`src/include/mem_region_defines.svh`:
```
`ifndef MEM_REGION_DEFINES_SVH
`define MEM_REGION_DEFINES_SVH

// word address widths of the two RAMs.
`define MR_INSTR_AW   12
`define MR_DATA_AW    11

// top address byte of each window.
`define MR_INSTR_TAG  8'h1C
`define MR_DATA_TAG   8'h10

// address and data bus width.
`define MR_BUS_W      32

`endif

```
`src/hdl/mem_region_pkg.sv`:
```
`include "mem_region_defines.svh"

package mem_region_pkg;

  typedef logic [`MR_BUS_W-1:0]   addr_t;
  typedef logic [`MR_BUS_W-1:0]   word_t;
  typedef logic [`MR_BUS_W/8-1:0] be_t;

  // one request on any req/gnt/rvalid port, 69 bits.
  typedef struct packed {
    addr_t addr;
    logic  we;
    be_t   be;
    word_t wdata;
  } mem_req_t;

  // rdata only meaningful with rvalid.
  typedef struct packed {
    logic  rvalid;
    word_t rdata;
  } mem_rsp_t;

  // owner of the last granted core data request.
  typedef enum logic [1:0] {
    DMX_RAM,
    DMX_EXT
  } demux_state_e;

endpackage

```
`src/hdl/ext_bus_bridge.sv`:
```
`timescale 1ns/1ps

module ext_bus_bridge
  import mem_region_pkg::*;
(
  input  logic     clk,
  input  logic     rst_n,

  input  logic     req_i,
  input  mem_req_t req_data_i,
  output logic     gnt_o,
  output mem_rsp_t rsp_o,

  output logic     ext_m_req_o,
  output mem_req_t ext_m_req_data_o,
  input  logic     ext_m_gnt_i,
  input  mem_rsp_t ext_m_rsp_i
);

  typedef enum logic [1:0] {
    BR_IDLE,
    BR_REQ,
    BR_WAIT
  } br_state_e;

  br_state_e state_q;
  logic      busy;
  logic      rsp_valid_q;
  word_t     rsp_data_q;
  mem_req_t  req_q;

  assign busy  = (state_q != BR_IDLE);
  assign gnt_o = ~busy; // one request at a time.

  assign ext_m_req_o      = (state_q == BR_REQ);
  assign ext_m_req_data_o = req_q;
  assign rsp_o            = '{rvalid: rsp_valid_q, rdata: rsp_data_q};

  // ------------------------------------------------------------------------
  // request phase, then wait for the response
  // ------------------------------------------------------------------------
  always_ff @(posedge clk, negedge rst_n)
  begin
    if (!rst_n)
    begin
      state_q     <= BR_IDLE;
      rsp_valid_q <= 1'b0;
    end
    else
    begin
      rsp_valid_q <= (state_q == BR_WAIT) & ext_m_rsp_i.rvalid;
      case (state_q)
        BR_IDLE: if (req_i) state_q <= BR_REQ;
        BR_REQ:  if (ext_m_gnt_i) state_q <= BR_WAIT;
        BR_WAIT: if (ext_m_rsp_i.rvalid) state_q <= BR_IDLE;
        default: state_q <= BR_IDLE;
      endcase
    end
  end

  always_ff @(posedge clk)
  begin
    if (req_i && gnt_o)
      req_q <= req_data_i;
    if ((state_q == BR_WAIT) && ext_m_rsp_i.rvalid)
      rsp_data_q <= ext_m_rsp_i.rdata;
  end

endmodule

```
`config.mk`:
```
export PLATFORM = sky130hd
export DESIGN_NAME = ext_bus_bridge
export DESIGN_NICKNAME = d
export VERILOG_FILES = /design/src/hdl/mem_region_pkg.sv /design/src/hdl/ext_bus_bridge.sv
export VERILOG_INCLUDE_DIRS = /design/src /design/src/include
export SDC_FILE = /design/constraint.sdc
export NUM_CORES = 1
export LEC_CHECK = 0
export ABC_CLOCK_PERIOD_IN_PS = 2800
export BUFFER_PORTS_ARGS = -buffer_cell sky130_fd_sc_hd__buf_2
export CAP_MARGIN = 0
export CORE_ASPECT_RATIO = 0.7
export CORE_MARGIN = 2
export CORE_UTILIZATION = 30
export CTS_CLUSTER_SIZE = 40
export DETAILED_ROUTE_END_ITERATION = 12
export PLACE_DENSITY = 0.7
export SYNTH_ARGS = -nofsm -noshare
export SYNTH_HDL_FRONTEND = slang
export SYNTH_SLANG_ARGS = --single-unit
```
`constraint.sdc`:
```
create_clock -name clk -period 2.8 [get_ports clk]
set_input_delay 0.28 -clock clk [delete_from_list [all_inputs] [get_ports clk]]
set_output_delay 0.28 -clock clk [all_outputs]
set_load 0.01 [all_outputs]
```
==> results.tsv <==
metric	value	unit
Core ar.	10300	µm²
switching power	1.04	mW
post_cts resized	0	
critical path type	reg2reg	
# hold bufs at CTS	1	
routability cong.	0.709	
CP Data Required Time	2.82	ns
DRC violations left	0	
Hold WS	0.114	ns
Worst path slowest cell	and2_2	
port buffer count	209	
sequential fraction of the synthesis area	0.979	
startpoint types	register	
synthesized flop and latch total	104	
# diodes	0	
GRT Overall Usage	0.124	
Detailed Route WL	6.88	mm
Root Buffer	clkbuf_16	
setup slack at placement	0.958	ns
Final period util	0.647	
worst skew pair latency	0.34	ns
crit path DAT	1.83	ns
first-pass GRT wire length	10.6	mm
Pint	2.96	mW
Filler cells	925	
row count	31	
Ys Warns	0	
Largest stage delay, worst path	0.58	ns
R2R setup slack	0.99	ns
Die Height	90.1	µm
via count	1925	
Hold Fails Final Rpt	0	
power density over the cells	854	nW/µm²
Logic pwr share	0.181	
syn_nets	221	
Area growth syn-to-layout	47.5	%
IO Pins	210	
fin worst setup slack	0.988	ns
grt total ovfl	0	
post-synthesis cell area	3170	µm²
TritonCTS clock tree	done	
final core occ	0.454	
Clock Pin Slew Worst Setup and Hold Paths	0.07	ns
number of antenna violations at the first check in global routing	0	
Slew @ Worst Pin	0.641	ns
DR vias/cell	4.07	
CP Max Fanout	45	
Clock Sinks	104	
CP cell instances	nor2_1 > and2_2 > buf_12	
Clock power frac	0.277	
slew margin rel.	0.573	
Fmax achieved	552	MHz
setup violators final	0	
Initial DRC Count	63	
largest net degree at the start of global routing	46	
Clock Tree Buf Depth	2	
Sw Share	0.260	
Yosys cell types	11	
worst vdd ir	0.462	mV
share of cells above drive strength 1	0.669	
max-cap viol count	0	
Die Wd	127	µm
leakage power	1.97	nW
Synth Instances	115	
min Tclk post-route	1.81	ns
drt first pass iters	4	
Hold Crit Class	in2reg	
H-tree levels	3	
Syn Area/Cell	27.6	µm²
Initial Util	0.308	
vias in the first global route	2078	
placed cell areas	4410	µm²
RSZ-0062 raised after global routing	no	
die area	11400	µm²
outcome	completed	
Final ANT Viol Nets	0	
hpwl dp	5.24	mm
post-CTS setup buffers	0	
clk_skew	0.00472	ns
Pins Over Slew Limit	0	
Sequential Power Share	0.542	
Design Area, Final	4680	µm²
WL/cell	14.5	µm
total CTS buffers	9	
Nets	443	
critical path capture point type	register	
TNS Setup	0	ns
Yosys cell counts:
cell type / count / share of area
nand2_1: 1 / 0.0012
nand2b_1: 2 / 0.0039
dfrtp_1: 3 / 0.024
nor3b_1: 1 / 0.0024
buf_4: 1 / 0.0024
nor2b_2: 1 / 0.0028
nor2_1: 2 / 0.0024
and2_1: 1 / 0.0020
a21o_1: 1 / 0.0024
a21oi_1: 1 / 0.0016
edfxtp_1: 101 / 0.96
metal layers:
layer | vias to the layer above | routed length (µm) | global-route usage
met4 | 0 | 97 | 0.0412
met1 | 884 | 2750 | 0.142
li1 | 897 | - | -
met3 | 9 | 914 | 0.0762
met2 | 135 | 3120 | 0.191
met5 | - | 0 | 0
worst paths after layout:
kind	cells past startpoint	to	startpoint
hold reg to reg	1	state_q[0]$_DFFE_PN0P_	state_q[1]$_DFFE_PN0P_
min in group asynchronous	2	rsp_valid_q$_DFF_PN0_	rst_n
setup reg to reg	3	ext_m_req_data_o[20]$_DFFE_PP_	state_q[0]$_DFFE_PN0P_
hold / removal	1	rsp_data_q[7]$_DFFE_PP_	ext_m_rsp_i[7]
setup / recovery	3	ext_m_req_data_o[20]$_DFFE_PP_	state_q[0]$_DFFE_PN0P_
max in group asynchronous	2	state_q[0]$_DFFE_PN0P_	rst_n
layout by cell type, fill, tap and decap left out, drive strengths merged:
master / n
nor3b: 1
nand2b: 2
buf: 211
clkinvlp: 2
nor2: 2
dfrtp: 3
nand2: 1
nor2b: 1
clkbuf: 10
and2: 1
dlygate4sd3: 1
a21o: 1
inv: 1
a21oi: 1
clkinv: 2
edfxtp: 101
power by group through the flow:
stage                     clock network [mW]  logic [mW]  registers, mW
after floorplan                            0       0.169           2.37
after global placement                     0       0.726           2.19
after detailed placement                   0       0.739           2.20
after CTS                               1.15       0.740           2.17
after global routing                    1.21       0.790           2.20
final                                   1.11       0.722           2.17
state kept, by name (all words and copies together), names as in the netlist:
name	flops
rsp_valid_q	1
rsp_data_q	32
state_q	2
ext_m_req_data_o	69
stage by stage:
stage          power, mW  std cells
2_1_floorplan       2.54        115
3_3_place_gp        2.91        457
3_5_place_dp        2.94        457
4_1_cts             4.06        473
5_1_grt             4.20        473
6_report            4.00        473
logic make-up (layout without fill, tap and decap cells):
| family | count (synthesis) | after routing | synth area share |
|---|---|---|---|
| compound gates | 2 | 2 | 0.00394 |
| buf+inv | 1 | 227 | 0.00237 |
| flops | 104 | 104 | 0.979 |
| simple gates | 8 | 8 | 0.0146 |
final cells by class:
| cell class | instances | area [µm²] | share of cell area |
|---|---|---|---|
| Clock inverter | 5 | 33.8 | 0.00722 |
| Timing Repair Buffer | 212 | 1080 | 0.231 |
| Clock buffer | 10 | 229 | 0.0489 |
| Tap cell | 132 | 165 | 0.0353 |
| Multi-Input combinational cell | 10 | 62.6 | 0.0134 |
| Sequential cell | 104 | 3110 | 0.664 |
worst max-delay path, delay by kind of cell (launching register included):
kind	cells	cell delay, ns
flip-flops	1	0.43
AND/OR/NAND/NOR	2	0.72
buffers and inverters	1	0.32
Power figures use the tool's default switching activity.
