==> src/include/mem_region_defines.svh <==
`ifndef MEM_REGION_DEFINES_SVH
`define MEM_REGION_DEFINES_SVH

// word address widths of the two RAMs.
`define MR_INSTR_AW   12
`define MR_DATA_AW    11

// top address byte of each window.
`define MR_INSTR_TAG  8'h1C
`define MR_DATA_TAG   8'h10

// address and data bus width.
`define MR_BUS_W      32

`endif

==> src/hdl/mem_region_pkg.sv <==
`include "mem_region_defines.svh"

package mem_region_pkg;

  typedef logic [`MR_BUS_W-1:0]   addr_t;
  typedef logic [`MR_BUS_W-1:0]   word_t;
  typedef logic [`MR_BUS_W/8-1:0] be_t;

  // one request on any req/gnt/rvalid port, 69 bits.
  typedef struct packed {
    addr_t addr;
    logic  we;
    be_t   be;
    word_t wdata;
  } mem_req_t;

  // rdata only meaningful with rvalid.
  typedef struct packed {
    logic  rvalid;
    word_t rdata;
  } mem_rsp_t;

  // owner of the last granted core data request.
  typedef enum logic [1:0] {
    DMX_RAM,
    DMX_EXT
  } demux_state_e;

endpackage

==> src/hdl/data_port_demux.sv <==
`timescale 1ns/1ps
`include "mem_region_defines.svh"

module data_port_demux
  import mem_region_pkg::*;
(
  input  logic     clk,
  input  logic     rst_n,

  input  logic     core_req_i,
  input  mem_req_t core_req_data_i,
  output logic     core_gnt_o,
  output mem_rsp_t core_rsp_o,

  output logic     ram_en_o,
  input  word_t    ram_rdata_i,

  output logic     ext_req_o,
  input  logic     ext_gnt_i,
  input  mem_rsp_t ext_rsp_i
);

  logic         is_local;
  logic         rsp_done;
  logic         block_ram;
  logic         block_ext;
  logic         ext_accept;
  logic         ram_rvalid_q;
  logic         pending_q;
  demux_state_e state_q;
  demux_state_e state_d;

  assign is_local = (core_req_data_i.addr[31:24] == `MR_DATA_TAG);

  // a switch of target waits until the response in flight returns.
  assign rsp_done  = core_rsp_o.rvalid;
  assign block_ram = pending_q & ~rsp_done & (state_q != DMX_RAM);
  assign block_ext = pending_q & ~rsp_done & (state_q != DMX_EXT);

  assign ram_en_o   = core_req_i & is_local & ~block_ram; // ram grants at once.
  assign ext_req_o  = core_req_i & ~is_local & ~block_ext;
  assign ext_accept = ext_req_o & ext_gnt_i;
  assign core_gnt_o = ram_en_o | ext_accept;

  always_comb
  begin
    state_d = state_q;
    if (ram_en_o)
      state_d = DMX_RAM;
    else if (ext_accept)
      state_d = DMX_EXT;
  end

  always_comb
  begin
    case (state_q)
      DMX_EXT: core_rsp_o = ext_rsp_i;
      default: core_rsp_o = '{rvalid: ram_rvalid_q, rdata: ram_rdata_i};
    endcase
  end

  always_ff @(posedge clk, negedge rst_n)
  begin
    if (!rst_n)
    begin
      state_q      <= DMX_RAM;
      pending_q    <= 1'b0;
      ram_rvalid_q <= 1'b0;
    end
    else
    begin
      state_q      <= state_d;
      pending_q    <= core_gnt_o | (pending_q & ~rsp_done);
      ram_rvalid_q <= ram_en_o;
    end
  end

endmodule

==> config.mk <==
export PLATFORM = sky130hd
export DESIGN_NAME = data_port_demux
export DESIGN_NICKNAME = d
export VERILOG_FILES = /design/src/hdl/mem_region_pkg.sv /design/src/hdl/data_port_demux.sv
export VERILOG_INCLUDE_DIRS = /design/src /design/src/include
export SDC_FILE = /design/constraint.sdc
export NUM_CORES = 1
export LEC_CHECK = 0
export ABC_AREA = 1
export BUFFER_PORTS_ARGS = -buffer_cell sky130_fd_sc_hd__buf_2
export CAP_MARGIN = 15
export CORE_AREA = 2 2 66 68
export CTS_BUF_LIST = sky130_fd_sc_hd__clkbuf_8
export CTS_CLUSTER_DIAMETER = 50
export CTS_CLUSTER_SIZE = 8
export DETAILED_ROUTE_END_ITERATION = 8
export DIE_AREA = 0 0 68 70
export HOLD_SLACK_MARGIN = 0.1
export PLACE_DENSITY_LB_ADDON = 0.2
export SLEW_MARGIN = 20
export SYNTH_ARGS = -nofsm -noshare
export SYNTH_HDL_FRONTEND = slang
export SYNTH_SLANG_ARGS = --single-unit
==> constraint.sdc <==
create_clock -name clk -period 1.5 [get_ports clk]
set_clock_uncertainty 0.05 [all_clocks]
set_input_delay 0.075 -clock clk [delete_from_list [all_inputs] [get_ports clk]]
set_output_delay 0.075 -clock clk [all_outputs]
set_load 0.005 [all_outputs]
==> flow_summary.json, run 1 <==
{
  "nFillCells": 489,
  "synth_flop_cell": "dfrtp_1",
  "die_w_um": 68,
  "core_region_area_um2": 4140,
  "grt_pass1_wl_um": 3880,
  "synth_top_family_by_area": "simple AND/OR/NAND/NOR gates",
  "area_delta_synth_final_pct": 109,
  "hold_class": "in2async",
  "rows": 24,
  "synth_edf_count": 0,
  "tns_ps": 0,
  "initial_core_util": 0.151,
  "cp.arrival_ps": 1240,
  "synthTopCellsByArea": "nand2_1, dfrtp_1, buf_2",
  "clk_path_buf_depth": 2,
  "clockRootBuffer": "clkbuf_8",
  "cpPeakStageDelay_ps": 440,
  "dieArea_um2": 4760,
  "ys_warn_count": 0,
  "via_per_inst": 3.74,
  "worst_pin_slew_ps": 216,
  "rrSetupSlack_ps": 410,
  "detail-route-antenna-nets": 0,
  "finalHoldViolCount": 0,
  "path_clk_slew_ps": 30,
  "synthSimpleGateAreaFrac": 0.719,
  "r2r_start": "state_q[0]",
  "io_buffers": 112,
  "worstSetupEndpointType": "primary output",
  "num_antenna_cells": 0,
  "final.min_clock_period_ps": 1370,
  "path_class": "reg2out",
  "cts-resized-gates": 0,
  "ys_types": 16,
  "grt_max_degree": 20,
  "maxCapViolCount": 0,
  "gp_congestion": 0.685,
  "yosys.area.top_type": "nand2_1",
  "htree_levels": 1,
  "cts_tree": "built",
  "pwr_density_cell_nw_per_um2": 413,
  "crit_path_start": "state_q[0]",
  "clock_latency_ps": 220,
  "regArea_um2": 75.1,
  "syn_inst": 136,
  "holdBufCountCts": 2,
  "fin_nets": 390,
  "drtPass1Iterations": 4,
  "cts_buffers": 3,
  "postSynthAreaPerCell_um2": 4.59,
  "syn-cell-area_um2": 624,
  "period_share": 0.911,
  "ir_drop_mv": 0.364,
  "die_h_um": 70,
  "status": "complete, no violations",
  "leakage_nw": 0.893,
  "cp.required_ps": 1370,
  "synth-seq-area-share": 0.120,
  "cp_slowest_cell": "dfrtp_1",
  "wl_per_cell_um": 8.41,
  "yosys.area_share.adder": 0,
  "start_kind": "register",
  "setup_viol": 0,
  "gr-total-overflow": 0,
  "syn_nets": 274,
  "final_area_um2": 1300,
  "yosysTopAreaCellShare": 0.619,
  "routed_wl_um": 2550,
  "ys_ff_latch": 3,
  "drv_slew": 0,
  "synth_common_cells": "nand2_1, inv_1, buf_2",
  "drive_above_1_share": 0.502,
  "regToRegEndpoint": "pending_q",
  "muxShareOfSynthArea": 0,
  "path_cells": "inv_4 > nor2_4 > nand2_1 > nand2_2 > nor2_4 > inv_2 > nand2_1 > buf_2",
  "synthXorXnorAreaFrac": 0,
  "drt_iter0_markers": 16,
  "cts_sinks": 3,
  "post_cts_buffers": 0,
  "dp_hpwl_um": 2120,
  "gr-usage-all-layers": 0.101,
  "rsz0062_at_grt": "no",
  "fmax_ghz": 0.732,
  "ios": 174,
  "cp_max_fo": 4,
  "vias": 1134,
  "multi_input_area_um2": 468,
  "placed_cell_area_um2": 1240,
  "slew_headroom": 0.856,
  "drc_errors": 0,
  "grt_pass1_vias": 1020,
  "async_reset_ff_frac": 1.00,
  "yosysMostFrequentCell": "nand2_1",
  "antenna_found_initial": 0,
  "synth_compound_area_frac": 0.0301,
  "reg2reg_depth": 4
}
-- critical path: cells and delay by family (launching register included) --
kind	cells	cell delay [ps]
flip-flops	1	440
AND/OR/NAND/NOR	5	340
buffers and inverters	3	240
-- layout by cell type, fill, tap and decap left out --
cell type      Yosys  routed
a21oi_1            1       1
a21oi_2            1       1
and2_1             1       1
buf_2              6     112
buf_4              0       4
clkbuf_8           0       3
dfrtp_1            3       3
dlygate4sd3_1      0       2
inv_1              8       9
inv_2              1       1
inv_4              1       1
nand2_1          103     103
nand2_2            1       1
nand3_1            2       2
nor2_1             3       3
nor2_2             1       1
nor2_4             2       2
o21ai_0            1       1
-- area by class of cell --
cell class / instances / share of cell area
repair buffers: 118 / 0.468
inverters: 10 / 0.0307
multi-input cells: 116 / 0.359
well taps: 52 / 0.0499
flip-flops and latches: 3 / 0.0576
clock buffers: 3 / 0.0317
clock inverters: 1 / 0.00288
-- state kept, by name, indices dropped and copies added (netlist names) --
signal        flops
ram_rvalid_q      1
state_q           1
pending_q         1
-- per-layer routing --
layer,global-route usage,up-vias,wire (um)
li1,-,627,-
met1,0.0974,439,990
met2,0.198,66,1210
met3,0.0161,2,334
met4,0.0400,0,16
met5,0,-,0
-- how the worst max path moves through the flow --
stage | endpoint | slack [ps] | depth (start not counted)
after CTS | core_gnt_o | 100 | 8
final | core_gnt_o | 130 | 8
after detailed placement | core_gnt_o | 340 | 8
after global routing | core_rsp_o[25] | 30 | 5
after floorplan | core_gnt_o | 440 | 8
after global placement | core_gnt_o | 340 | 8
-- per-stage QoR --
| step | hold slack [ps] | utilization | cells | power (mW) | worst slack (ps) |
|---|---|---|---|---|---|
| floorplan | -271 | - | 136 | 0.162 | 440 |
| global placement | -176 | 0.299 | 297 | 0.308 | 343 |
| detailed placement | -177 | 0.299 | 297 | 0.310 | 340 |
| CTS | 127 | 0.315 | 303 | 0.547 | 103 |
| global route | 132 | 0.315 | 303 | 0.593 | 29.0 |
| finish | 131 | 0.315 | 303 | 0.539 | 133 |
-- kinds of logic (layout without fill, tap and decap cells) --
logic type	after synthesis	count (layout)
AND/OR/NAND/NOR	113	113
flip-flops	3	3
AO/OA/AOI/OAI	3	3
buffers and inverters	17	132
-- report_power, final --
group | internal [mW] | switching (mW)
Combinational | 0.136 | 0.0887
Sequential | 0.0843 | 0.00270
Clock | 0.174 | 0.0536
Total | 0.394 | 0.145
Note: power is estimated with default switching activity, not from simulation.
==> inputs of run 2 (changes only) <==
Settings changed: CORE_AREA 2 2 66 68 to 2 2 68 70, DIE_AREA 0 0 68 70 to 0 0 70 72.
Clock period 1.5 ns to 1.2 ns, I/O delays scaled along.
==> run 2 against run 1 <==
The run now ends with negative setup slack left. Combinational power up 26%. Critical path depth unchanged. Non-clock buffer count up 4. Global-route usage about the same. Critical endpoint unchanged. Largest cell class unchanged. Highest routed layer unchanged.
==> flow_summary.json, run 2 (synthesis gave the netlist of run 1 again) <==
{
  "worstSetupEndpointType": "primary output",
  "dp_hpwl_um": 2210,
  "drive_above_1_share": 0.525,
  "detail-route-antenna-nets": 0,
  "grt_pass1_wl_um": 4320,
  "place_ws_ps": 46.1,
  "timing.hold.ws_ps": 113,
  "final.min_clock_period_ps": 1330,
  "fmax_ghz": 0.753,
  "clock_latency_ps": 220,
  "cts_tree": "built",
  "antenna_found_initial": 0,
  "ir_drop_mv": 0.539,
  "gp_congestion": 0.684,
  "nFillCells": 505,
  "io_buffers": 112,
  "core_region_area_um2": 4260,
  "cp.required_ps": 1090,
  "fin_util": 0.315,
  "drtPass1Iterations": 2,
  "vias": 1133,
  "rows": 24,
  "status": "finished with violations",
  "crit_buf_inv": 3,
  "setup_viol": 36,
  "cp_slowest_cell": "dfrtp_2",
  "leakage_nw": 0.916,
  "path_class": "reg2out",
  "cp_top_family": "flip-flops",
  "rsz0062_at_grt": "yes",
  "pwr_density_cell_nw_per_um2": 507,
  "path_cells": "inv_4 > nor2_4 > nand2_2 > nand2_2 > nor2_4 > inv_2 > nand2_1 > buf_2",
  "dp.cells": 299,
  "met3_length_um": 258,
  "finalHoldViolCount": 0,
  "final_common_cell": "buf_2",
  "grt_pass1_vias": 1095,
  "violations": "negative setup slack",
  "die_w_um": 70,
  "path_clk_slew_ps": 30,
  "cp_max_fo": 5,
  "wl_per_cell_um": 8.77,
  "area_delta_synth_final_pct": 115,
  "power.total_mw": 0.681,
  "drv_slew": 0,
  "maxCapViolCount": 0,
  "via_per_inst": 3.69,
  "gr-usage-all-layers": 0.101,
  "drc_errors": 0,
  "wl_met2_um": 1360,
  "cp.arrival_ps": 1220,
  "gr-total-overflow": 0,
  "cts_buffers": 3,
  "hold_class": "in2reg",
  "final_cell_mix": "buf_2, nand2_1, inv_1",
  "met1_length_um": 1070,
  "layout_setup_ws_ps": -129,
  "cpPeakStageDelay_ps": 440,
  "final_area_um2": 1340,
  "ios": 174,
  "slew_headroom": 0.869,
  "top_layer": "met4",
  "period_share": 1.11,
  "fin_cells": 307,
  "htree_levels": 1,
  "routed_wl_um": 2690,
  "die_h_um": 72,
  "reg_top3": "pending_q (1), ram_rvalid_q (1), state_q (1)",
  "grt_max_degree": 22,
  "clockRootBuffer": "clkbuf_8",
  "worst_pin_slew_ps": 197,
  "drt_iter0_markers": 33,
  "clk_path_buf_depth": 2,
  "tns_ps": -2060,
  "initial_core_util": 0.146,
  "start_kind": "register",
  "fin_nets": 394,
  "num_antenna_cells": 0,
  "placed_cell_area_um2": 1250,
  "dieArea_um2": 5040,
  "cts_sinks": 3
}
==> run 2: tightest hold or removal path: cells and delay by family <==
| kind | cells | cell delay [ps] |
|---|---|---|
| simple gates | 1 | 110 |
| buf+inv | 1 | 100 |
| compound gates | 1 | 70 |
==> run 2: layer usage <==
layer,vias to the layer above,GRT usage
met5,-,0
met4,0,0.0299
met2,63,0.197
met3,2,0.0139
li1,634,-
met1,434,0.113
==> run 2: layout make-up <==
class / instances / area [um2] / area share
timing repair buffer: 122 / 642 / 0.479
multi-input combinational: 116 / 473 / 0.353
sequential: 3 / 76.3 / 0.0569
tap: 52 / 65.1 / 0.0485
clock buffer: 3 / 41.3 / 0.0308
inverter: 10 / 40.0 / 0.0299
clock inverter: 1 / 3.75 / 0.00280
==> run 2: report_power, final <==
group	total (mW)	internal (mW)	switching (mW)
Combinational	0.283	0.171	0.112
Sequential	0.109	0.105	0.00374
Clock	0.288	0.218	0.0703
Total	0.681	0.494	0.186
==> run 2: repair_timing <==
item                                   in CTS  in global routing
gates resized for setup                     2                  2
hold buffers                                1                  0
endpoints found under the hold margin       3                  0
buffers inserted                            3                  1
pin swaps                                   1                  2
setup endpoints to repair                  36                 37
==> run 2: path summary, 6_finish.rpt <==
| path | start | to | slack (ps) | cells past startpoint |
|---|---|---|---|---|
| max | state_q[0] | core_gnt_o | -130 | 8 |
| min | ext_gnt_i | state_q[0] | 110 | 3 |
| max reg2reg | state_q[0] | state_q[0] | -20 | 8 |
| min reg2reg | pending_q | pending_q | 550 | 2 |
| max in group asynchronous | rst_n | state_q[0] | 870 | 2 |
| min in group asynchronous | rst_n | state_q[0] | 120 | 2 |
==> inputs of run 3 (changes only) <==
Settings changed: SKIP_CTS_REPAIR_TIMING set to 1, SKIP_LAST_GASP set to 1.
==> run 3 against run 2 <==
The run still ends with negative setup slack left. Total power decreased by 0.49%. Core utilization decreased by 0.41 points. Cell area decreased by 1.3%. First-iteration DRC count decreased by 21%. Highest routed layer unchanged. Die area unchanged. Routed wire length decreased by 0.45%. Final cell count decreased by 0.65%.
==> flow_summary.json, run 3 (synthesis gave the netlist of run 1 again) <==
{
  "ir_drop_mv": 0.538,
  "regArea_um2": 76.3,
  "drt_iter0_markers": 26,
  "leakage_nw": 0.903,
  "fmax_ghz": 0.762,
  "routed_wl_um": 2680,
  "grt_pass1_vias": 1064,
  "dp_hpwl_um": 2210,
  "layout_setup_ws_ps": -112,
  "drv_slew": 0,
  "wl_per_cell_um": 8.79,
  "dieArea_um2": 5040,
  "path_class": "reg2out",
  "clock_latency_ps": 220,
  "crit_path_start": "state_q[0]",
  "gp_congestion": 0.684,
  "cp_max_fo": 5,
  "drive_above_1_share": 0.518,
  "rrSetupSlack_ps": 140,
  "detail-route-antenna-nets": 0,
  "final.min_clock_period_ps": 1310,
  "vias": 1128,
  "cts_buffers": 3,
  "cp-endpoint": "core_gnt_o",
  "period_share": 1.09,
  "hp-start": "core_req_i",
  "rows": 24,
  "maxCapViolCount": 0,
  "cts_sinks": 3,
  "reg2reg_depth": 4,
  "drtPass1Iterations": 4,
  "gr-usage-all-layers": 0.0997,
  "regToRegEndpoint": "pending_q",
  "clockRootBuffer": "clkbuf_8",
  "clk_path_buf_depth": 2,
  "cp.arrival_ps": 1200,
  "rsz0062_at_grt": "yes",
  "placed_cell_area_um2": 1250,
  "final_common_cell": "buf_2",
  "grt_max_degree": 22,
  "cts_tree": "built",
  "antenna_found_initial": 0,
  "via_per_inst": 3.70,
  "htree_levels": 1,
  "start_kind": "register",
  "grt_pass1_wl_um": 4250,
  "multi_input_area_um2": 470,
  "num_antenna_cells": 0,
  "nFillCells": 507,
  "setup_viol": 35,
  "io_buffers": 112,
  "worstSetupEndpointType": "primary output",
  "die_h_um": 72,
  "ios": 174,
  "core_region_area_um2": 4260,
  "cp.required_ps": 1090,
  "fin_nets": 392,
  "area_delta_synth_final_pct": 112,
  "final_cell_mix": "buf_2, nand2_1, inv_1",
  "pwr_density_cell_nw_per_um2": 512,
  "reg_top3": "pending_q (1), ram_rvalid_q (1), state_q (1)",
  "power.total_mw": 0.677,
  "path_clk_slew_ps": 30,
  "final_area_um2": 1320,
  "hold_class": "in2reg",
  "violations": "negative setup slack",
  "slew_headroom": 0.867,
  "die_w_um": 70,
  "drc_errors": 0,
  "gr-total-overflow": 0,
  "r2r_start": "state_q[0]",
  "finalHoldViolCount": 0,
  "status": "finished with violations",
  "worst_pin_slew_ps": 199,
  "initial_core_util": 0.146
}
## run 3: per-stage QoR
| step | cells | setup TNS, ps | setup slack [ps] | hold WS (ps) | util |
|---|---|---|---|---|---|
| after floorplan | 136 | 0 | 148 | -286 | - |
| after global placement | 299 | 0 | 15.2 | -191 | 0.294 |
| after detailed placement | 299 | 0 | 46.1 | -193 | 0.294 |
| after CTS | 303 | -5460 | -195 | -424 | 0.305 |
| after global routing | 305 | -5530 | -226 | 86.3 | 0.310 |
| final | 305 | -2300 | -112 | 72.9 | 0.310 |
## run 3: power by group
part	switching (mW)	leakage (nW)	internal [mW]
Combinational	0.112	0.842	0.169
Clock	0.0698	0.0269	0.218
Sequential	0.00374	0.0346	0.105
## run 3: area by class of cell
type                    instances  share of cell area
multi-input cells             116               0.355
repair buffers                120               0.474
clock buffers                   3              0.0312
clock inverters                 1             0.00284
well taps                      52              0.0491
inverters                      10              0.0302
flip-flops and latches          3              0.0577
## run 3: metal layers
metal	GRT usage	share of wire
met3	0.0139	0.096
met1	0.114	0.41
met5	0	0
met4	0.0299	0.0026
met2	0.193	0.50
## run 3: worst min-delay path by stage
stage / to / slack (ps) / cells after the start
4_1_cts: state_q[0] / -420 / 1
3_3_place_gp: state_q[0] / -190 / 1
3_5_place_dp: state_q[0] / -190 / 1
6_report: ram_rvalid_q / 70 / 3
5_1_grt: ram_rvalid_q / 90 / 3
2_1_floorplan: pending_q / -290 / 0
## run 3: worst max-delay path: stages, from the launching register on
cell,delay [ps]
dfrtp_2,440
inv_4,90
nor2_4,40
nand2_2,50
nand2_2,60
nor2_4,120
inv_2,50
nand2_1,50
buf_2,100
