File: src/include/mem_region_defines.svh
`ifndef MEM_REGION_DEFINES_SVH
`define MEM_REGION_DEFINES_SVH

// word address widths of the two RAMs.
`define MR_INSTR_AW   12
`define MR_DATA_AW    11

// top address byte of each window.
`define MR_INSTR_TAG  8'h1C
`define MR_DATA_TAG   8'h10

// address and data bus width.
`define MR_BUS_W      32

`endif

File: src/hdl/mem_region_pkg.sv
`include "mem_region_defines.svh"

package mem_region_pkg;

  typedef logic [`MR_BUS_W-1:0]   addr_t;
  typedef logic [`MR_BUS_W-1:0]   word_t;
  typedef logic [`MR_BUS_W/8-1:0] be_t;

  // one request on any req/gnt/rvalid port, 69 bits.
  typedef struct packed {
    addr_t addr;
    logic  we;
    be_t   be;
    word_t wdata;
  } mem_req_t;

  // rdata only meaningful with rvalid.
  typedef struct packed {
    logic  rvalid;
    word_t rdata;
  } mem_rsp_t;

  // owner of the last granted core data request.
  typedef enum logic [1:0] {
    DMX_RAM,
    DMX_EXT
  } demux_state_e;

endpackage

File: src/hdl/mem_slave_port.sv
`timescale 1ns/1ps
`include "mem_region_defines.svh"

module mem_slave_port
  import mem_region_pkg::*;
(
  input  logic     clk,
  input  logic     rst_n,

  input  logic     s_req_i,
  input  mem_req_t s_req_data_i,
  output logic     s_gnt_o,
  output mem_rsp_t s_rsp_o,

  output logic     instr_en_o,
  output logic     data_en_o,
  input  word_t    instr_rdata_i,
  input  word_t    data_rdata_i
);

  logic instr_hit;
  logic data_hit;
  logic rvalid_q;
  logic instr_sel_q;
  logic data_sel_q;

  assign instr_hit = (s_req_data_i.addr[31:24] == `MR_INSTR_TAG);
  assign data_hit  = (s_req_data_i.addr[31:24] == `MR_DATA_TAG);

  assign s_gnt_o    = s_req_i;
  assign instr_en_o = s_req_i & instr_hit;
  assign data_en_o  = s_req_i & data_hit; // misses never reach a RAM.

  always_comb
  begin
    s_rsp_o.rvalid = rvalid_q;
    if (instr_sel_q)
      s_rsp_o.rdata = instr_rdata_i;
    else if (data_sel_q)
      s_rsp_o.rdata = data_rdata_i;
    else
      s_rsp_o.rdata = '0;
  end

  always_ff @(posedge clk, negedge rst_n)
  begin
    if (!rst_n)
    begin
      rvalid_q    <= 1'b0;
      instr_sel_q <= 1'b0;
      data_sel_q  <= 1'b0;
    end
    else
    begin
      rvalid_q    <= s_req_i;
      instr_sel_q <= instr_en_o;
      data_sel_q  <= data_en_o;
    end
  end

endmodule

File: config.mk
export PLATFORM = sky130hd
export DESIGN_NAME = mem_slave_port
export DESIGN_NICKNAME = d
export VERILOG_FILES = /design/src/hdl/mem_region_pkg.sv /design/src/hdl/mem_slave_port.sv
export VERILOG_INCLUDE_DIRS = /design/src /design/src/include
export SDC_FILE = /design/constraint.sdc
export NUM_CORES = 1
export LEC_CHECK = 0
export BUFFER_PORTS_ARGS = -buffer_cell sky130_fd_sc_hd__clkbuf_2
export CORE_AREA = 2 2 66 68
export DETAILED_ROUTE_END_ITERATION = 8
export DIE_AREA = 0 0 68 70
export GPL_TIMING_DRIVEN = 0
export SYNTH_ARGS = -nofsm -noshare
export SYNTH_HDL_FRONTEND = slang
export SYNTH_SLANG_ARGS = --single-unit
File: constraint.sdc
create_clock -name clk -period 1.65 [get_ports clk]
set_clock_uncertainty 0.05 [all_clocks]
set_input_delay 0.165 -clock clk [delete_from_list [all_inputs] [get_ports clk]]
set_output_delay 0.165 -clock clk [all_outputs]
set_load 0.05 [all_outputs]
==> impl_metrics.yaml, run 1 <==
floorplan:
  start_util_pct: 12.0
  dieHeight_um: 70
  pin_count: 172
  num_rows: 24
  die_w_um: 68
  dieArea_um2: 4760
  core_um2: 4140
setup_path:
  crit_type: "reg2out"
  worst-endpoint-required_ns: 1.43
  setup.worst_path.end_class: "output port"
  cp_max_fo: 10
  worstPathArrival_ns: 1.39
  cp-start-kind: "flip-flop"
  crit_start: "instr_sel_q"
detailed_routing:
  dr_total_vias: 909
  drt-total-wl_mm: 2.59
  viasPerCell: 4.15
  drtPass1Iterations: 3
  first_iter_violations: 10
  ant_nets: 0
  post-route-drc-count: 0
  wire_per_inst_um: 11.8
power_and_ir_drop:
  p_switching_uw: 98.9
  peakVddDrop_v: 0.000319
  power.internal_uw: 314
  comb_power_share_pct: 30.3
  share_seq_of_total_power_pct: 18.4
  pwr-share-clk_pct: 51.3
  total_power_uw: 413
  leakagePower_nw: 0.751
  power-per-cell-area_nw_per_um2: 309
  swShare_pct: 23.9
yosys:
  synthCells: 52
  synth_top_area_share_pct: 54.7
  synthArstFlopShare_pct: 100
  synth_top_family_by_area: "compound AO/OA/AOI/OAI gates"
  syn_nets: 188
  ys_types: 12
  syn-cell-area_um2: 497
  synth_ff_type: "dfrtp_1"
  ys_seq_elements: 3
  yosysTopAreaCell: "a22o_1"
  ys_seq_area_share_pct: 15.1
  synthTopCellsByCount: "a22o_1 (31), buf_6 (4), buf_2 (3), dfrtp_1 (3), nand2_1 (3)"
  yosys.area_share.simple_pct: 14.1
  synth_area_per_cell_um2: 9.55
  synth_warnings: 0
  synthAdderAreaFrac_pct: 0
  synth-compound-area-share_pct: 55.7
  synth.area.top_cells: "a22o_1 (55%), dfrtp_1 (15%), buf_6 (9.1%), buf_2 (3.0%), buf_4 (3.0%)"
  synth-edff-count: 0
  synth_mux_area_share_pct: 0
  synth_xor_area_share_pct: 0
  yosysMostFrequentCell: "a22o_1"
grt:
  grt_first_pass_wirelength_mm: 3.32
  antenna_found_initial: 0
  grt_start_max_net_pins: 11
  grt_pass1_vias: 776
  grt_use_total_pct: 9.31
  grt-ovfl-total: 0
clock_tree:
  cts_root_buf: "clkbuf_8"
  post_cts_buffers: 0
  cts_buffer_depth: 2
  cts_buffers: 3
  h-tree-depth: 1
  clk_pin_slew_ns: 0.03
  cts_tree: "done"
  cts.sinks: 3
placed_design:
  place_ws_ns: 0.179
  placed_cells: 214
  gp_congestion: 0.660
  place_area_um2: 1120
  io_buffers: 110
  dpl.hpwl_mm: 2.19
final_layout:
  num_antenna_cells: 0
  n_fill_cell: 441
  final_util_pct: 32.3
  area_growth_pct: 169
  final_nets: 304
  layout-drive-gt1-share_pct: 75.4
  final_cells: 219
  design_area_um2: 1340
job:
  max-cap-violations: 0
status:
  status: "finished clean"
sta:
  tns_ns: 0
  rsz0062_at_grt: "yes"
  worst_pin_slew_ns: 0.286
  slew_headroom_pct: 81.0
  slew_violations: 0
  fin_crit_ns: 1.61
  hold_viol: 0
  fmax_ghz: 0.623
  fin_crit_sh_pct: 97.4
  setup_viol: 0
  worst_hold_slack_ns: 0.0396
  fin_ws_ns: 0.0437
hold_path:
  hp-start: "s_req_i"
  hold_depth: 1
  min_path_type: "in2reg"
## final timing paths
path	slack, ns	endpoint
max in group asynchronous	1.20	instr_sel_q
min	0.04	rvalid_q
min in group asynchronous	0.24	data_sel_q
max	0.04	s_rsp_o[2]
## power by group through the flow
stage          Combinational [mW]  Sequential, mW  Clock [mW]
6_report                    0.125          0.0759       0.212
3_5_place_dp                0.122          0.0767           0
2_1_floorplan              0.0271          0.0765           0
5_1_grt                     0.137          0.0759       0.229
3_3_place_gp                0.120          0.0766           0
4_1_cts                     0.125          0.0759       0.223
## placed cells by master (no fill, tap or decap), drive strengths merged
master       instances
clkbuf              83
dfrtp                3
nor2b                1
a22o                31
nor4                 1
nand4bb              1
nor3                 1
buf                 40
or3                  1
o21ai                1
nand2                3
dlygate4sd3          1
## cell type report
class	instances	area (um^2)	area share, %
clock buffers	4	45.0	3.37
well taps	52	65.1	4.86
multi-input cells	40	355	26.6
repair buffers	111	722	54.0
plain buffers	9	75.1	5.61
flip-flops and latches	3	75.1	5.61
## registers in the layout (all words and copies together), names as in the netlist
register and count:
data_sel_q 1, instr_sel_q 1, rvalid_q 1
## cell families (layout without fill, tap and decap cells)
family / Yosys count / after routing
AOI/OAI and AO/OA: 32 / 32
buffers and inverters: 9 / 124
and+or+nand+nor: 8 / 8
DFF: 3 / 3
## routing by layer
metal	part of all wire, %	track usage (%)	wire length [um]
met3	13	2.58	347
met5	0	0	0
met1	37	10.1	965
met4	0.31	3.33	8
met2	49	16.6	1270
## critical path: stages, from the launching register on
cell     delay [ns]
dfrtp_1        0.36
buf_6          0.13
nor2b_4        0.17
buf_6          0.16
a22o_1         0.18
buf_6          0.17
## what timing repair did
item | CTS | global route
endpoints found under the setup margin | 30 | 31
gates resized for setup | 30 | 54
hold endpoints to repair | 3 | 0
hold buffers | 1 | 0
(Power assumes the default switching activity.)
==> run 2, diff against run 1 <==
--- a/config.mk
+++ b/config.mk
@@ -6,6 +6,7 @@
 export SDC_FILE = /design/constraint.sdc
 export NUM_CORES = 1
 export LEC_CHECK = 0
+export ABC_AREA = 1
 export BUFFER_PORTS_ARGS = -buffer_cell sky130_fd_sc_hd__clkbuf_2
 export CORE_AREA = 2 2 66 68
 export DETAILED_ROUTE_END_ITERATION = 8
==> run 2 against run 1 <==
  * Core utilization fell by 0.57 points
  * First-iteration DRC count rose to 3.6 times the previous value
  * Sequential power barely moved
  * Synthesized cell count rose by 140%
  * Sequential share of layout area rose by 0.10 points
  * Clock power barely moved
  * Cell area fell by 1.8%
  * Non-clock buffer count rose by 3
  * Critical endpoint is now s_rsp_o[21]
==> impl_metrics.yaml, run 2 <==
status:
  status: "finished clean"
clock_tree:
  cts.sinks: 3
  clk_pin_slew_ns: 0.03
  post_cts_buffers: 0
  h-tree-depth: 1
  cts_tree: "done"
  cts_buffer_depth: 2
  cts_buffers: 3
  cts_root_buf: "clkbuf_8"
yosys:
  synth_warnings: 0
  yosysMostFrequentCell: "nand2_1"
  synth_top_area_share_pct: 38.2
  synth_ff_type: "dfrtp_1"
  ys_seq_area_share_pct: 11.8
  ys_types: 10
  ys_seq_elements: 3
  synthTopCellsByCount: "nand2_1 (65), nand3_1 (34), buf_6 (7)"
  yosysTopAreaCell: "nand2_1"
  syn-cell-area_um2: 638
  syn_nets: 259
  synthCells: 123
  synth_area_per_cell_um2: 5.19
  synth.area.top_cells: "nand2_1 (38%), nand3_1 (27%), buf_6 (12%), dfrtp_1 (12%), nor2_1 (2.9%)"
  synth-edff-count: 0
  synthArstFlopShare_pct: 100
sta:
  fin_crit_sh_pct: 95.8
  slew_violations: 0
  fin_ws_ns: 0.0692
  worst_pin_slew_ns: 0.289
  hold_viol: 0
  setup_viol: 0
  tns_ns: 0
  fin_crit_ns: 1.58
  fmax_ghz: 0.633
  slew_headroom_pct: 80.8
  rsz0062_at_grt: "no"
floorplan:
  core_um2: 4140
  num_rows: 24
  dieArea_um2: 4760
  start_util_pct: 15.4
  pin_count: 172
  die_w_um: 68
  dieHeight_um: 70
power_and_ir_drop:
  power-per-cell-area_nw_per_um2: 307
  peakVddDrop_v: 0.000326
  total_power_uw: 404
  leakagePower_nw: 0.911
setup_path:
  cp-start-kind: "flip-flop"
  cp_num_buf_inv: 4
  worst-endpoint-required_ns: 1.43
  setup.worst_path.end_class: "output port"
  crit_start: "instr_sel_q"
  worstPathArrival_ns: 1.37
  crit_type: "reg2out"
  cp_max_fo: 10
  crit_family: "buffers and inverters"
  critPathMaxStageDelay_ns: 0.36
  cp_cell_sequence: "buf_6, inv_2, buf_6, nand3_1, nand2_1, clkbuf_2"
  critPathSlowestCell: "dfrtp_1"
  cp_common_cell: "buf_6"
placed_design:
  place_ws_ns: 0.272
  io_buffers: 110
  place_area_um2: 1250
  gp_congestion: 0.746
  dpl.hpwl_mm: 2.28
grt:
  grt_use_total_pct: 11.0
  grt_start_max_net_pins: 11
  grt_pass1_vias: 1047
  antenna_found_initial: 0
  grt_first_pass_wirelength_mm: 4.16
  grt-ovfl-total: 0
final_layout:
  layout_common_cells: "clkbuf_2 (95), nand2_1 (65), nand3_1 (34), buf_2 (16), buf_6 (7)"
  final_nets: 375
  layout-drive-gt1-share_pct: 53.4
  design_area_um2: 1310
  area_growth_pct: 106
  final_common_cell: "clkbuf_2"
  num_antenna_cells: 0
  largest_registers: "data_sel_q x1, instr_sel_q x1, rvalid_q x1"
  n_fill_cell: 488
detailed_routing:
  drt-total-wl_mm: 2.70
  viasPerCell: 4.07
  wire_per_inst_um: 9.32
  drtPass1Iterations: 4
  first_iter_violations: 36
  post-route-drc-count: 0
  dr_total_vias: 1181
  ant_nets: 0
hold_path:
  min_path_type: "in2reg"
  hp-start: "s_req_i"
job:
  max-cap-violations: 0
run 2: changes by cell type in the layout (fill, tap and decap cells not counted), moves of 2 or more:
cell,before,now
buf_2,4,16
nand3_1,0,34
a22o_1,31,0
clkbuf_4,0,2
buf_4,9,2
nor2_1,0,5
buf_6,27,7
inv_1,0,2
clkbuf_2,79,95
nand2_1,3,65
run 2: kinds of logic (layout without fill, tap and decap cells):
family        after synthesis  in the layout  share of synthesized area [%]
buf+inv                    15            130                           18.8
simple gates              105            105                           69.4
flops                       3              3                           11.8
run 2: cell type report:
class / instances / area (um^2) / area share, %
flip-flops and latches: 3 / 75.1 / 5.71
clock buffers: 4 / 45.0 / 3.43
inverters: 3 / 11.3 / 0.857
repair buffers: 111 / 566 / 43.0
multi-input cells: 105 / 443 / 33.7
plain buffers: 12 / 109 / 8.29
well taps: 52 / 65.1 / 4.95
run 2: stage by stage:
stage                     std cells  hold WS (ns)  utilization [%]
after floorplan                 123        -0.181                -
after global placement          285       -0.0871             30.3
after detailed placement        285       -0.0844             30.3
after CTS                       290        0.0479             31.6
after global routing            290        0.0509             31.7
final                           290        0.0502             31.7
run 2: repair_timing:
action,CTS,global route
gates resized for setup,0,17
endpoints found under the setup margin,0,15
endpoints found under the hold margin,3,0
hold buffers,1,0
run 2: per-layer routing:
metal | wire length (um) | global-route usage (%) | part of all wire [%] | vias to the layer above
li1 | - | - | - | 620
met1 | 1160 | 13.4 | 43 | 491
met2 | 1260 | 19.7 | 47 | 68
met3 | 277 | 0.966 | 10 | 2
met4 | 9 | 3.33 | 0.33 | 0
met5 | 0 | 0 | 0 | -
run 2: path summary, 6_finish.rpt:
path / to / cells after the start
min in group asynchronous: rvalid_q / 2
max in group asynchronous: data_sel_q / 2
worst max-delay path: s_rsp_o[21] / 6
worst min-delay path: rvalid_q / 1
run 2: power by group:
group          switching, mW  internal [mW]
clock network         0.0446          0.164
registers           0.000412         0.0754
logic                 0.0473         0.0713
==> run 3, diff against run 2 <==
--- a/config.mk
+++ b/config.mk
@@ -8,10 +8,12 @@
 export LEC_CHECK = 0
 export ABC_AREA = 1
 export BUFFER_PORTS_ARGS = -buffer_cell sky130_fd_sc_hd__clkbuf_2
-export CORE_AREA = 2 2 66 68
+export CELL_PAD_IN_SITES_DETAIL_PLACEMENT = 1
+export CELL_PAD_IN_SITES_GLOBAL_PLACEMENT = 1
+export CORE_UTILIZATION = 10
 export DETAILED_ROUTE_END_ITERATION = 8
-export DIE_AREA = 0 0 68 70
 export GPL_TIMING_DRIVEN = 0
+export PLACE_DENSITY_LB_ADDON = 0.1
 export SYNTH_ARGS = -nofsm -noshare
 export SYNTH_HDL_FRONTEND = slang
 export SYNTH_SLANG_ARGS = --single-unit
==> run 3 against run 2 <==
  * Fmax rose by 1.2%
  * Highest routed layer is now met3
  * Sequential power barely moved
  * Cell area rose by 5.6%
  * Routed wire length rose by 31%
  * Count of clock-buffer cells in the layout did not move
  * Critical endpoint is now s_rsp_o[0]
  * Largest power group unchanged
  * Power rose by 2.4%
==> impl_metrics.yaml, run 3 (synthesis gave the netlist of run 2 again) <==
sta:
  slew_violations: 0
  slew_headroom_pct: 80.3
  worst_hold_slack_ns: 0.0562
  setup_viol: 0
  fin_crit_ns: 1.56
  fin_crit_sh_pct: 94.7
  fmax_ghz: 0.640
  hold_viol: 0
  worst_pin_slew_ns: 0.296
detailed_routing:
  wire_per_inst_um: 11.3
  first_iter_violations: 25
  drtPass1Iterations: 4
  post-route-drc-count: 0
  ant_nets: 0
  dr_total_vias: 1204
  drt-total-wl_mm: 3.54
  viasPerCell: 3.85
hold_path:
  min_path_type: "in2reg"
  min_to: "rvalid_q"
  hold_depth: 1
  hp-start: "s_req_i"
floorplan:
  dieArea_um2: 6700
  pin_count: 172
  start_util_pct: 10.6
  num_rows: 28
  core_um2: 6030
  dieHeight_um: 81.9
  die_w_um: 81.9
setup_path:
  crit_type: "reg2out"
  worstPathArrival_ns: 1.35
  cp-start-kind: "flip-flop"
  worst-endpoint-required_ns: 1.43
  cp_max_fo: 10
  setup.worst_path.end_class: "output port"
final_layout:
  n_fill_cell: 808
  layout_common_cells: "clkbuf_2 (82), nand2_1 (65), nand3_1 (34), clkbuf_4 (18), buf_2 (11)"
  layout-drive-gt1-share_pct: 53.4
  num_antenna_cells: 0
  regArea_um2: 75.1
  multi_input_area_um2: 443
  final_util_pct: 23.0
  area_growth_pct: 117
  final_common_cell: "clkbuf_2"
  largest_registers: "data_sel_q x1, instr_sel_q x1, rvalid_q x1"
  final_nets: 375
grt:
  antenna_found_initial: 0
  grt_use_total_pct: 9.55
  grt-ovfl-total: 0
  grt_first_pass_wirelength_mm: 5.04
  grt_start_max_net_pins: 11
  grt_pass1_vias: 1089
power_and_ir_drop:
  power-per-cell-area_nw_per_um2: 298
  leakagePower_nw: 0.911
  peakVddDrop_v: 0.000242
clock_tree:
  clk_pin_slew_ns: 0.03
  cts_buffer_depth: 2
  h-tree-depth: 1
  post_cts_buffers: 0
  cts_tree: "done"
  cts.sinks: 3
  cts_buffers: 3
  cts_root_buf: "clkbuf_8"
placed_design:
  io_buffers: 110
  dpl.hpwl_mm: 3.02
  gp_congestion: 0.667
status:
  status: "finished clean"
job:
  max-cap-violations: 0
==> run 3: worst max-delay path, stage by stage (launching register included) <==
cell	delay, ns
dfrtp_1	0.36
buf_6	0.13
inv_2	0.10
buf_6	0.15
nand3_1	0.07
nand2_1	0.06
clkbuf_2	0.27
==> run 3: per-stage QoR <==
step	worst slack (ns)	total power, mW	area [um^2]	setup TNS (ns)	std cells
2_1_floorplan	0.346	0.103	638	0	123
3_3_place_gp	0.242	0.195	1280	0	308
3_5_place_dp	0.251	0.195	1280	0	308
4_1_cts	0.0154	0.421	1340	0	313
5_1_grt	-0.00273	0.443	1390	-0.00273	313
6_report	0.0878	0.413	1390	0	313
==> run 3: worst max path at each step <==
stage                     start          end  slack [ns]  cells past startpoint
floorplan           instr_sel_q  s_rsp_o[20]        0.35                      5
global placement    instr_sel_q  s_rsp_o[21]        0.24                      6
detailed placement  instr_sel_q  s_rsp_o[24]        0.25                      6
CTS                 instr_sel_q  s_rsp_o[24]        0.02                      6
global route        instr_sel_q  s_rsp_o[14]      -0.003                      6
finish              instr_sel_q   s_rsp_o[0]        0.09                      6
==> run 3: final cells by class <==
cell class              count  share of cell area (%)
repair buffers            111                    44.0
multi-input cells         105                    31.9
plain buffers              12                    7.84
well taps                  75                    6.76
flip-flops and latches      3                    5.41
clock buffers               4                    3.25
inverters                   3                   0.812
==> run 3: timing repair <==
item / in CTS / in global routing
hold endpoints to repair: 3 / 0
resized for setup: 0 / 50
endpoints found under the setup margin: 0 / 28
hold buffers: 1 / 0
==> run 3: report_power, final <==
group	switching (mW)	internal, mW	leakage, nW
Combinational	0.0485	0.0718	0.849
Sequential	0.000516	0.0754	0.0396
Clock	0.0517	0.165	0.0228
==> run 3: layer usage <==
layer | share of wire, % | GRT usage, % | wire length, um | vias to the layer above
met3 | 8.6 | 1.78 | 303 | 0
met1 | 45 | 12.1 | 1590 | 527
met4 | 0 | 2.11 | 0 | 0
li1 | - | - | - | 621
met5 | 0 | 0 | 0 | -
met2 | 47 | 16.5 | 1650 | 56
